**config.mk**
```make
export PLATFORM = sky130hd
export DESIGN_NAME = pipeline_top
export DESIGN_NICKNAME = d
export VERILOG_FILES = /design/src/design/cpu_types_pkg.sv /design/src/design/decode_stage.sv /design/src/design/exec_stage.sv /design/src/design/idecode_iexec.sv /design/src/design/pipeline_top.sv /design/src/design/register_file.sv /design/src/design/result_stage.sv
export SDC_FILE = /design/constraint.sdc
export NUM_CORES = 2
export LEC_CHECK = 0
export BUFFER_PORTS_ARGS = -buffer_cell sky130_fd_sc_hd__buf_2
export CORE_UTILIZATION = 40
export DETAILED_ROUTE_END_ITERATION = 7
export HOLD_SLACK_MARGIN = 0.06
export RECOVER_POWER = 50
export SLEW_MARGIN = 0
export SYNTH_ARGS = -nofsm -noshare
export SYNTH_HDL_FRONTEND = slang
export SYNTH_SLANG_ARGS = --single-unit
```
**constraint.sdc**
```tcl
create_clock -name CLK -period 6 [get_ports CLK]
set_clock_uncertainty 0.1 [all_clocks]
set_input_delay 1.2 -clock CLK [delete_from_list [all_inputs] [get_ports CLK]]
set_output_delay 1.2 -clock CLK [all_outputs]
set_load 0.02 [all_outputs]
```
**src/design/cpu_types_pkg.sv**
```systemverilog
package cpu_types_pkg;

    // data and instruction width.
    parameter int WORD_W = 32;

    // index into the 32 registers.
    typedef logic [4:0] reg_idx_t;

    // **************************************************************************
    // instruction encodings
    // **************************************************************************

    // primary opcode in instr[31:26].
    typedef enum logic [5:0] {
        OP_RTYPE = 6'h00,
        OP_BEQ   = 6'h04,
        OP_BNE   = 6'h05,
        OP_ADDIU = 6'h09,
        OP_ANDI  = 6'h0c,
        OP_ORI   = 6'h0d,
        OP_LUI   = 6'h0f,
        OP_HALT  = 6'h3f
    } opcode_t;

    // r-type function field in instr[5:0].
    typedef enum logic [5:0] {
        FN_SLL  = 6'h00,
        FN_ADDU = 6'h21,
        FN_SUBU = 6'h23,
        FN_AND  = 6'h24,
        FN_OR   = 6'h25,
        FN_XOR  = 6'h26,
        FN_SLT  = 6'h2a
    } funct_t;

    // **************************************************************************
    // alu operations
    // **************************************************************************

    typedef enum logic [3:0] {
        ALU_ADD = 4'h0,
        ALU_SUB = 4'h1,
        ALU_AND = 4'h2,
        ALU_OR  = 4'h3,
        ALU_XOR = 4'h4,
        ALU_SLT = 4'h5,  // signed compare.
        ALU_SLL = 4'h6,  // rt shifted by shamt.
        ALU_LUI = 4'h7   // immediate into the upper half.
    } alu_op_t;

endpackage

```
**src/design/decode_stage.sv**
```systemverilog
`timescale 1ns/100ps

module decode_stage
    import cpu_types_pkg::*;
(
    input  logic [WORD_W-1:0] instr,
    output reg_idx_t          rs,
    output reg_idx_t          rt,
    output reg_idx_t          rd,
    output alu_op_t           alu_op,
    output logic              alu_src_imm,
    output logic              reg_wr,
    output reg_idx_t          dest,
    output logic [WORD_W-1:0] imm,
    output logic [4:0]        shamt,
    output logic              beq,
    output logic              bne,
    output logic              halt,
    output logic              illegal
);

    opcode_t     opcode;
    funct_t      funct;
    logic [15:0] imm16;
    logic        writes;
    logic        zero_ext;

    assign opcode = opcode_t'(instr[31:26]);
    assign funct  = funct_t'(instr[5:0]);
    assign rs     = instr[25:21];
    assign rt     = instr[20:16];
    assign rd     = instr[15:11];
    assign shamt  = instr[10:6];
    assign imm16  = instr[15:0];

    always_comb begin
        alu_op      = ALU_ADD;
        alu_src_imm = 1'b0;
        writes      = 1'b0;
        dest        = rt;       // i-type default.
        zero_ext    = 1'b0;
        beq         = 1'b0;
        bne         = 1'b0;
        halt        = 1'b0;
        illegal     = 1'b0;

        case (opcode)
            OP_RTYPE: begin
                dest   = rd;
                writes = 1'b1;
                case (funct)
                    FN_ADDU: alu_op = ALU_ADD;
                    FN_SUBU: alu_op = ALU_SUB;
                    FN_AND:  alu_op = ALU_AND;
                    FN_OR:   alu_op = ALU_OR;
                    FN_XOR:  alu_op = ALU_XOR;
                    FN_SLT:  alu_op = ALU_SLT;
                    FN_SLL:  alu_op = ALU_SLL;
                    default: begin
                        writes  = 1'b0;
                        illegal = 1'b1;
                    end
                endcase
            end
            OP_ADDIU: begin
                alu_src_imm = 1'b1;
                writes      = 1'b1;
            end
            OP_ANDI: begin
                alu_op      = ALU_AND;
                alu_src_imm = 1'b1;
                writes      = 1'b1;
                zero_ext    = 1'b1;
            end
            OP_ORI: begin
                alu_op      = ALU_OR;
                alu_src_imm = 1'b1;
                writes      = 1'b1;
                zero_ext    = 1'b1;
            end
            OP_LUI: begin
                alu_op      = ALU_LUI;
                alu_src_imm = 1'b1;
                writes      = 1'b1;
            end
            OP_BEQ: begin
                alu_op = ALU_SUB;   // value unused, only the compare counts.
                beq    = 1'b1;
            end
            OP_BNE: begin
                alu_op = ALU_SUB;
                bne    = 1'b1;
            end
            OP_HALT: halt = 1'b1;
            default: illegal = 1'b1;
        endcase
    end

    assign imm = zero_ext ? {16'h0000, imm16} : {{16{imm16[15]}}, imm16};

    // a write to register zero is dropped here.
    assign reg_wr = writes && (dest != '0);

endmodule

```
**src/design/exec_stage.sv**
```systemverilog
`timescale 1ns/100ps

module exec_stage
    import cpu_types_pkg::*;
(
    input  logic              valid,
    input  reg_idx_t          rs,
    input  reg_idx_t          rt,
    input  logic [WORD_W-1:0] rdat1,
    input  logic [WORD_W-1:0] rdat2,
    input  alu_op_t           alu_op,
    input  logic              alu_src_imm,
    input  logic [WORD_W-1:0] imm,
    input  logic [4:0]        shamt,
    input  logic              beq,
    input  logic              bne,
    input  logic              fwd_valid,
    input  logic              fwd_wen,
    input  reg_idx_t          fwd_dest,
    input  logic [WORD_W-1:0] fwd_value,
    output logic [WORD_W-1:0] value,
    output logic              taken
);

    logic              fwd_ok;
    logic              fwd_a;
    logic              fwd_b;
    logic [WORD_W-1:0] op_a;
    logic [WORD_W-1:0] op_b;
    logic [WORD_W-1:0] alu_b;
    logic              equal;

    // **************************************************************************
    // operand forwarding from the result register
    // **************************************************************************

    assign fwd_ok = fwd_valid && fwd_wen && (fwd_dest != '0);
    assign fwd_a  = fwd_ok && (fwd_dest == rs);
    assign fwd_b  = fwd_ok && (fwd_dest == rt);

    assign op_a = fwd_a ? fwd_value : rdat1;
    assign op_b = fwd_b ? fwd_value : rdat2;

    assign alu_b = alu_src_imm ? imm : op_b;

    // **************************************************************************
    // alu
    // **************************************************************************

    always_comb begin
        case (alu_op)
            ALU_ADD: value = op_a + alu_b;
            ALU_SUB: value = op_a - alu_b;
            ALU_AND: value = op_a & alu_b;
            ALU_OR:  value = op_a | alu_b;
            ALU_XOR: value = op_a ^ alu_b;
            ALU_SLT: begin
                value = {{(WORD_W-1){1'b0}}, ($signed(op_a) < $signed(alu_b))};
            end
            ALU_SLL: value = op_b << shamt;         // rt by shamt.
            ALU_LUI: value = {imm[15:0], 16'h0000};
            default: value = '0;
        endcase
    end

    // branch compare always on the two register operands.
    assign equal = (op_a == op_b);
    assign taken = valid && ((beq && equal) || (bne && !equal));

endmodule

```
**src/design/idecode_iexec.sv**
```systemverilog
`timescale 1ns/100ps

module idecode_iexec
    import cpu_types_pkg::*;
(
    input  logic              CLK,
    input  logic              nRST,
    input  logic              stall,
    input  logic              load,
    input  reg_idx_t          rs_in,
    input  reg_idx_t          rt_in,
    input  reg_idx_t          rd_in,
    input  alu_op_t           alu_op_in,
    input  logic              alu_src_imm_in,
    input  logic              reg_wr_in,
    input  reg_idx_t          dest_in,
    input  logic [WORD_W-1:0] imm_in,
    input  logic [4:0]        shamt_in,
    input  logic              beq_in,
    input  logic              bne_in,
    input  logic              halt_in,
    input  logic              illegal_in,
    input  logic [WORD_W-1:0] rdat1_in,
    input  logic [WORD_W-1:0] rdat2_in,
    output reg_idx_t          rs_out,
    output reg_idx_t          rt_out,
    output reg_idx_t          rd_out,
    output alu_op_t           alu_op_out,
    output logic              alu_src_imm_out,
    output logic              reg_wr_out,
    output reg_idx_t          dest_out,
    output logic [WORD_W-1:0] imm_out,
    output logic [4:0]        shamt_out,
    output logic              beq_out,
    output logic              bne_out,
    output logic              halt_out,
    output logic              illegal_out,
    output logic [WORD_W-1:0] rdat1_out,
    output logic [WORD_W-1:0] rdat2_out,
    output logic              valid_out
);

    always_ff @(posedge CLK, negedge nRST) begin
        if (!nRST) begin
            {rs_out, rt_out, rd_out, dest_out, shamt_out} <= '0;
            alu_op_out      <= ALU_ADD;
            alu_src_imm_out <= 1'b0;
            imm_out         <= '0;
            rdat1_out       <= '0;
            rdat2_out       <= '0;
            {valid_out, reg_wr_out, beq_out, bne_out, halt_out, illegal_out} <= '0;
        end else if (!stall) begin
            rs_out          <= rs_in;
            rt_out          <= rt_in;
            rd_out          <= rd_in;
            dest_out        <= dest_in;
            shamt_out       <= shamt_in;
            alu_op_out      <= alu_op_in;
            alu_src_imm_out <= alu_src_imm_in;
            imm_out         <= imm_in;
            rdat1_out       <= rdat1_in;
            rdat2_out       <= rdat2_in;
            // without load the enables drop and a bubble goes in.
            valid_out   <= load;
            reg_wr_out  <= load && reg_wr_in;
            beq_out     <= load && beq_in;
            bne_out     <= load && bne_in;
            halt_out    <= load && halt_in;
            illegal_out <= load && illegal_in;
        end
    end

    hold_on_stall: assert property (@(posedge CLK) disable iff (!nRST)
        stall |=> $stable({valid_out, rs_out, rt_out, rd_out, dest_out, alu_op_out,
                           reg_wr_out, imm_out, rdat1_out, rdat2_out, beq_out, bne_out,
                           halt_out}));

    write_needs_valid: assert property (@(posedge CLK) disable iff (!nRST)
        reg_wr_out |-> valid_out);

endmodule

```
**src/design/pipeline_top.sv**
```systemverilog
`timescale 1ns/100ps

module pipeline_top
    import cpu_types_pkg::*;
(
    input  logic              CLK,
    input  logic              nRST,
    input  logic [WORD_W-1:0] instr,
    input  logic              instr_valid,
    output logic              instr_ready,
    input  logic              res_ready,
    output logic              res_valid,
    output reg_idx_t          res_dest,
    output logic [WORD_W-1:0] res_value,
    output logic              res_wen,
    output logic              res_branch,
    output logic              halted
);

    logic stall, load, halt_seen;
    reg_idx_t dec_rs, dec_rt, dec_rd, dec_dest, ex_rs, ex_rt, ex_rd, ex_dest;
    alu_op_t dec_alu_op, ex_alu_op;
    logic [WORD_W-1:0] dec_imm, ex_imm, rdat1, rdat2, ex_rdat1, ex_rdat2, ex_value;
    logic [4:0] dec_shamt, ex_shamt;
    logic dec_src_imm, dec_reg_wr, dec_beq, dec_bne, dec_halt, dec_illegal;
    logic ex_src_imm, ex_reg_wr, ex_beq, ex_bne, ex_halt, ex_illegal, ex_valid, ex_taken;

    // result held and not taken freezes everything behind it.
    assign stall       = res_valid && !res_ready;
    assign instr_ready = !stall && !halt_seen;
    assign load        = instr_valid && instr_ready;

    always_ff @(posedge CLK, negedge nRST) begin
        if (!nRST)                 halt_seen <= 1'b0;
        else if (load && dec_halt) halt_seen <= 1'b1;  // no fetch past halt.
    end

    register_file rf_i (.CLK, .nRST, .rs_addr(dec_rs), .rt_addr(dec_rt),
        .wen(res_valid && res_ready && res_wen), .waddr(res_dest), .wdata(res_value),
        .rs_data(rdat1), .rt_data(rdat2));

    decode_stage dec_i (.instr, .rs(dec_rs), .rt(dec_rt), .rd(dec_rd), .alu_op(dec_alu_op),
        .alu_src_imm(dec_src_imm), .reg_wr(dec_reg_wr), .dest(dec_dest), .imm(dec_imm),
        .shamt(dec_shamt), .beq(dec_beq), .bne(dec_bne), .halt(dec_halt),
        .illegal(dec_illegal));

    idecode_iexec idex_i (.CLK, .nRST, .stall, .load, .rs_in(dec_rs), .rt_in(dec_rt),
        .rd_in(dec_rd), .alu_op_in(dec_alu_op), .alu_src_imm_in(dec_src_imm),
        .reg_wr_in(dec_reg_wr), .dest_in(dec_dest), .imm_in(dec_imm), .shamt_in(dec_shamt),
        .beq_in(dec_beq), .bne_in(dec_bne), .halt_in(dec_halt), .illegal_in(dec_illegal),
        .rdat1_in(rdat1), .rdat2_in(rdat2), .rs_out(ex_rs), .rt_out(ex_rt), .rd_out(ex_rd),
        .alu_op_out(ex_alu_op), .alu_src_imm_out(ex_src_imm), .reg_wr_out(ex_reg_wr),
        .dest_out(ex_dest), .imm_out(ex_imm), .shamt_out(ex_shamt), .beq_out(ex_beq),
        .bne_out(ex_bne), .halt_out(ex_halt), .illegal_out(ex_illegal),
        .rdat1_out(ex_rdat1), .rdat2_out(ex_rdat2), .valid_out(ex_valid));

    exec_stage ex_i (.valid(ex_valid), .rs(ex_rs), .rt(ex_rt), .rdat1(ex_rdat1),
        .rdat2(ex_rdat2), .alu_op(ex_alu_op), .alu_src_imm(ex_src_imm), .imm(ex_imm),
        .shamt(ex_shamt), .beq(ex_beq), .bne(ex_bne), .fwd_valid(res_valid),
        .fwd_wen(res_wen), .fwd_dest(res_dest), .fwd_value(res_value),
        .value(ex_value), .taken(ex_taken));

    result_stage res_i (.CLK, .nRST, .stall, .valid_in(ex_valid), .wen_in(ex_reg_wr),
        .dest_in(ex_dest), .value_in(ex_value), .branch_in(ex_taken), .halt_in(ex_halt),
        .res_valid, .res_wen, .res_dest, .res_value, .res_branch, .halted);

    // a write in execute comes from a legal decode with rd or rt as its target.
    legal_write_dest: assert property (@(posedge CLK) disable iff (!nRST)
        ex_reg_wr |-> !ex_illegal && (ex_dest == (ex_src_imm ? ex_rt : ex_rd)));

endmodule

```
**src/design/register_file.sv**
```systemverilog
`timescale 1ns/100ps

module register_file
    import cpu_types_pkg::*;
(
    input  logic              CLK,
    input  logic              nRST,
    input  reg_idx_t          rs_addr,
    input  reg_idx_t          rt_addr,
    input  logic              wen,
    input  reg_idx_t          waddr,
    input  logic [WORD_W-1:0] wdata,
    output logic [WORD_W-1:0] rs_data,
    output logic [WORD_W-1:0] rt_data
);

    logic [WORD_W-1:0] regs [32];
    logic              wr_en;

    assign wr_en = wen && (waddr != '0);  // register zero never written.

    always_ff @(posedge CLK, negedge nRST) begin
        if (!nRST) begin
            for (int i = 0; i < 32; i++) begin
                regs[i] <= '0;
            end
        end else if (wr_en) begin
            regs[waddr] <= wdata;
        end
    end

    // write-through so a decode in the write-back cycle sees the new value.
    always_comb begin
        rs_data = (wr_en && waddr == rs_addr) ? wdata : regs[rs_addr];
        rt_data = (wr_en && waddr == rt_addr) ? wdata : regs[rt_addr];
    end

    zero_reg_reads_zero: assert property (@(posedge CLK) disable iff (!nRST)
        (rs_addr != '0 || rs_data == '0) && (rt_addr != '0 || rt_data == '0));

endmodule

```
**src/design/result_stage.sv**
```systemverilog
`timescale 1ns/100ps

module result_stage
    import cpu_types_pkg::*;
(
    input  logic              CLK,
    input  logic              nRST,
    input  logic              stall,
    input  logic              valid_in,
    input  logic              wen_in,
    input  reg_idx_t          dest_in,
    input  logic [WORD_W-1:0] value_in,
    input  logic              branch_in,
    input  logic              halt_in,
    output logic              res_valid,
    output logic              res_wen,
    output reg_idx_t          res_dest,
    output logic [WORD_W-1:0] res_value,
    output logic              res_branch,
    output logic              halted
);

    // control.
    always_ff @(posedge CLK, negedge nRST) begin
        if (!nRST) begin
            res_valid  <= 1'b0;
            res_wen    <= 1'b0;
            res_branch <= 1'b0;
            halted     <= 1'b0;
        end else if (!stall) begin
            res_valid  <= valid_in;
            res_wen    <= valid_in && wen_in;
            res_branch <= valid_in && branch_in;
            if (valid_in && halt_in) begin
                halted <= 1'b1;  // sticky until reset.
            end
        end
    end

    // payload.
    always_ff @(posedge CLK) begin
        if (!stall) begin
            res_dest  <= dest_in;
            res_value <= value_in;
        end
    end

    no_zero_write: assert property (@(posedge CLK) disable iff (!nRST)
        res_wen |-> (res_dest != '0));

endmodule

```
==> Yosys cells after proc, flatten, opt, wreduce, memory -nomap -nowiden <==
Index checks and enable logic that the tools add are counted.
{ "op_classes": {"n_addsub": 2, "magnitude_cmp": 5, "eq_ne": 25, "shift": 1, "muxes": 26, "n_bitwise": 7, "reduce_logical": 39} }
{ "ops": {"columns": ["op", "n"], "rows": [
  ["bitwise mux 1024 bit", 1],
  ["two-way mux 32 bit", 11],
  ["binary-select mux 32 bit (select 5 bit)", 2],
  ["one-hot mux 32 bit (8 select lines)", 1],
  ["demux 32 bit (select 5 bit)", 1],
  ["== test 6 bit (second input constant)", 7],
  ["adder 32 bit", 1],
  ["bitwise AND 32 bit", 1],
  ["== test 32 bit", 1],
  ["< comparator 32 bit", 1],
  ["bitwise OR 32 bit", 1],
  ["left shift 32 x 5 -> 32 bit", 1],
  ["subtractor 32 bit", 1],
  ["bitwise XOR 32 bit", 1],
  ["== test 6 x 4 -> 1 bit (second input constant)", 4],
  ["logical AND 1 bit", 24],
  ["== test 5 bit", 4],
  ["one-hot mux 4 bit (5 select lines)", 1],
  [">= comparator 6 bit (second input constant)", 3],
  ["inverter 5 -> 6 bit", 3],
  ["one-hot mux 3 bit (6 select lines)", 1],
  ["== test 4 x 3 -> 1 bit (second input constant)", 4],
  ["== test 6 x 3 -> 1 bit (second input constant)", 2],
  ["zero test 6 bit", 2],
  ["other kinds (15)", 26]
]} }
{ "totals": {"reg_bits": 1192, "in_bits": 36, "output_inout_bits": 42, "wordCells": 158} }

==> Logic depth before layout (Yosys ltp) <==
{ "depth": {"depth_word": 10, "mapped_depth": 24, "ltp_nobuf": 19} }

==> By module <==
A second synthesis with hierarchy kept.
{ "unflattened": {"cells_unflattened": 5103, "area_unflattened_um2": 69701.8} }
{ "by_module_without_submodules": {"columns": ["module", "n_inst", "cells_per_inst", "area_each_um2", "seq_area_each_um2"], "rows": [
  ["register_file", 1, 3433, 53740.3, 25624.6],
  ["exec_stage", 1, 1212, 8863.5, 0.0],
  ["idecode_iexec", 1, 289, 4954.8, 3303.2],
  ["result_stage", 1, 50, 1260.0, 1211.2],
  ["decode_stage", 1, 112, 809.5, 0.0],
  ["pipeline_top", 1, 7, 73.8, 25.0]
]} }

==> Least setup slack after synthesis <==
No wires, ideal clock.
{ "synth_path": {"kind": "register to register", "startpoint": "reg res_i.res_dest[3]", "endpoint": "reg res_i.res_value[26], data pin", "setup_time_ps": 130, "arrival_ps": 5961, "required_ps": 5770, "slack_ps": -191, "stages_incl_launch_ff": 25, "path_buffers": 5, "period_less_slack_ps": 6191, "cell_sequence": "edfxtp_1 > buf_6 > or3_1 > buf_2 > o311a_1 > nand2_1 > buf_4 > buf_6 > buf_4 > mux2i_1 > nand2_1 > o21a_1 > ha_1 > fa_1 > nand3_1 > a21boi_0 > o41ai_1 > o21a_1 > a21oi_1 > a311o_1 > a31o_2 > a2111o_1 > a311o_1 > a21oi_1 > a211o_1"} }
{ "synth_via": {"elab_chain_len": 7, "word_cells_on_any_way": 16, "classes_between": "add/sub: 2; eq/ne: 2; shift: 1; mux: 4; bitwise: 3; reduce/logical: 4"} }
{ "synth_rtl": {"columns": ["element", "line_no", "rtl"], "rows": [
  ["from (decl)", "result_stage.sv:17", "output reg_idx_t res_dest,"],
  ["from (signal assigned)", "result_stage.sv:43", "res_dest <= dest_in;"],
  ["nonzero test 5 bit", "exec_stage.sv:37", "assign fwd_ok = fwd_valid && fwd_wen && (fwd_dest != '0);"],
  ["logical AND 1 bit", "exec_stage.sv:37", null],
  ["logical AND 1 bit", "exec_stage.sv:39", "assign fwd_b = fwd_ok && (fwd_dest == rt);"],
  ["two-way mux 32 bit", "exec_stage.sv:42", "assign op_b = fwd_b ? fwd_value : rdat2;"],
  ["two-way mux 32 bit", "exec_stage.sv:44", "assign alu_b = alu_src_imm ? imm : op_b;"],
  ["subtractor 32 bit, or another cell as far along", "exec_stage.sv:53", "ALU_SUB: value = op_a - alu_b;"],
  ["one-hot mux 32 bit (8 select lines) (*)", "exec_stage.sv:51", "case (alu_op)"],
  ["to (signal assigned)", "result_stage.sv:44", "res_value <= value_in;"],
  ["to (decl)", "result_stage.sv:18", "output logic [WORD_W-1:0] res_value,"]
]} }
Mark *: on every way between the ends. The rest lies on a longest branch, timed or not.
A chain may end at the register's enable or synchronous reset.

==> Worst setup path in the final report <==
Same ends and word-level chain as after synthesis.

==> metrics.txt <==
Post-Syn Nets 5219; Yosys reg bits 1171; Core Region 170000 um^2; YS warnings 0; CTS H-tree lvls 4; sequence of cells on the critical path or3_1 > o311a_1 > nand2_2 > mux2i_4 > nand2_1 > o21a_1 > ha_1 > fa_1 > nand3_1 > a21boi_0 > o41ai_1 > buf_4 > o21a_1 > a21oi_1 > a311o_1 > a31o_2 > a2111o_1 > a311o_1 > a21oi_1 > a211o_1; Async SR Flop Fraction 0.968; clock tree root buffer cell clkbuf_16; Starting Density 0.404; pwr/cell area 254 nW/um^2; final WL 226000 um; PortBufs 77; fin cells 7293; total track usage 0.262; CP Capture Type flip-flop; Fin Setup TNS 0 ns; crit path DAT 6.41 ns; ratio of cells with drive above 1 in the final layout 0.433; placed cell areas 71900 um^2; hold_buf cts 0; Psw 5560 uW; Post-synth top flop dfrtp_1; Final Max Slew Viols 192; Setup violations, final 0; Crit Path Class flip-flop to flip-flop; number of synthesized flops with an enable pin 37; commonest non-fill, non-tap cell in the layout dfrtp_1; combinational share of power 0.141; number of global-route vias before repair 46900; Yosys cell types 97; failing checks capacitance limit, slew limit; Post-DP HPWL 141000 um; Mean Syn Cell Area 13.5 um^2; Antenna Violating Nets Remaining 0; Seq/Total Area, Yosys 0.430; Crit path required time 6.55 ns; Die Span X 416 um; CP max-delay cell a311o_1; Max Cap Viol 4; sequential power share 0.426; number of buffers added for setup after CTS 0; Clock Latency Late Sink 0.79 ns; final cycle utilization of the critical path 0.977; Reg clk slew, reported paths 0.07 ns; Hold Vio Cnt, Final 0; post-route cell area 76300 um^2; drt first pass iters 5; initial antenna violation count 7; Avg WL per Cell 31.0 um; CTS Buf Count 133; Worst Max-Slew Pin Slew 4.50 ns; DRC Markers 0; Nets 5093; Hold Path Class flip-flop to flip-flop; share of the synthesized area in the top cell type 0.413; first-pass GRT wire length 333000 um; startpoint types flip-flop; Routability Congestion 0.983; top cells by area in the synthesized netlist dfrtp_1 (41%), mux4_2 (22%), mux2_2 (16%), mux2i_1 (2.5%), clkbuf_1 (2.4%); dominant cell type by area after synthesis dfrtp_1; Clk network pwr share 0.433; Mapped Area 68600 um^2; total congestion overflow 0; Net Sw Frac 0.287; Pleak 0.0351 uW; Area growth syn-to-layout 11.1%; Cells after DPL 7056; outcome complete, but fails checks; largest net degree at the start of global routing 168; unrepaired setup endpoints after global routing no; Max Fclk 171 MHz; Ports 78; CTS max path bufs 3; maximum VDD drop 269 uV; DR vias/cell 6.37; CTS sink count 1171; Die H 416 um; Vias 46500; # rows 151; Iter 0 DRT Violations 4897; Mapped Cells 5099; Tmin final 5.86 ns; max incr delay on CP 0.49 ns; most frequent cells in the layout dfrtp_1 (1133), mux2_2 (982), mux4_2 (667); worst-path fanout max 5; worst rel slew slack -2.00; Die ar. 173000 um^2; Internal 13800 uW; CTS tree built
[kinds of logic after synthesis]
group                      after synthesis  synth area share
adders and majority gates               85            0.0157
AOI/OAI and AO/OA                      641            0.0592
muxes                                 1822             0.405
xor gates and xnor gates                82            0.0105
and+or+nand+nor                        669            0.0444
DFF                                   1171             0.430
buffers and inverters                  629            0.0354
[cell usage after synthesis (6+ instances only)]
cell / n
a211oi_1: 26
a21o_1: 27
a21oi_1: 133
a221oi_1: 6
a22oi_1: 22
a31oi_1: 12
and2_1: 15
and3_1: 13
buf_1: 71
buf_2: 8
clkbuf_1: 435
dfrtp_1: 1134
edfxtp_1: 37
ha_1: 82
inv_1: 97
mux2_2: 982
mux2i_1: 173
mux4_2: 667
nand2_1: 324
nand2b_1: 9
nand3_1: 34
nand4_1: 14
nor2_1: 137
nor2b_1: 12
nor3_1: 37
nor4_1: 26
o2111ai_1: 6
o211ai_1: 8
o21a_1: 9
o21ai_0: 244
o21bai_1: 18
o221ai_1: 10
o22ai_1: 21
o31ai_1: 7
or2_2: 7
xnor2_1: 56
xor2_1: 26
[power groups by stage]
stage / logic (uW) / registers, uW / clock network [uW]
2_1_floorplan: 1500 / 8400 / 0
3_3_place_gp: 2690 / 8390 / 0
3_5_place_dp: 2700 / 8390 / 0
4_1_cts: 2700 / 8250 / 8560
5_1_grt: 2880 / 8260 / 8850
6_report: 2730 / 8260 / 8400
[per-layer routing]
layer | vias up | track usage | routed length, um
li1 | 19200 | - | -
met1 | 24900 | 0.362 | 95100
met2 | 1931 | 0.408 | 106000
met3 | 459 | 0.0472 | 15900
met4 | 2 | 0.106 | 9320
met5 | - | 0 | 13
[layout make-up]
cell class / instances / area [um^2]
fillers: 15000 / 93600
multi-input cells: 3299 / 37000
flip-flops and latches: 1171 / 29500
clock buffers: 192 / 3910
well taps: 2218 / 2780
repair buffers: 263 / 2150
clock inverters: 44 / 539
inverters: 105 / 395
diodes: 1 / 2.50
[metrics by stage]
stage / hold WS [ns] / setup WS [ns] / total power, uW / util
CTS: 0.295 / 0.276 / 19500 / 0.449
floorplan: 0.325 / 0.0107 / 9900 / -
detailed placement: 0.282 / 0.315 / 11100 / 0.423
global route: 0.307 / 0.0355 / 20000 / 0.449
finish: 0.293 / 0.140 / 19400 / 0.449
global placement: 0.277 / 0.342 / 11100 / 0.423
[repair_timing]
action	4_1_cts	5_1_grt
endpoints found under the setup margin	0	1
resized for setup	0	1
endpoints found under the hold margin	0	0
[path summary, 6_finish.rpt]
path / start / endpoint / slack (ns) / depth (start not counted)
setup / recovery: res_i.res_dest[3] / res_i.res_value[26] / 0.14 / 20
max in group asynchronous: nRST / rf_i.regs[734] / 0.74 / 2
hold reg to reg: rf_i.regs[1020] / rf_i.regs[1020] / 0.29 / 0
setup reg to reg: res_i.res_dest[3] / res_i.res_value[26] / 0.14 / 20
min in group asynchronous: nRST / rf_i.regs[102] / 2.18 / 1
hold / removal: rf_i.regs[1020] / rf_i.regs[1020] / 0.29 / 0
[registers in the layout (all words and copies together) (netlist names), 3 cells and up]
| register | flops |
|---|---|
| idex_i.rt_out | 5 |
| idex_i.alu_op_out | 3 |
| res_i.res_value | 32 |
| res_i.res_dest | 5 |
| rf_i.regs | 1024 |
| idex_i.rdat2_out | 32 |
| idex_i.dest_out | 5 |
| idex_i.rdat1_out | 32 |
| idex_i.shamt_out | 4 |
| idex_i.rs_out | 5 |
| idex_i.imm_out | 13 |
[critical path, delay by kind of cell (launching register included)]
kind                       cells  cell delay [ns]
AOI/OAI and AO/OA             12             3.21
DFF                            1             0.38
and+or+nand+nor                4             0.87
adders and majority gates      2             0.72
buffers and inverters          1             0.17
muxes                          1             0.26
Power figures use the tool's default switching activity.
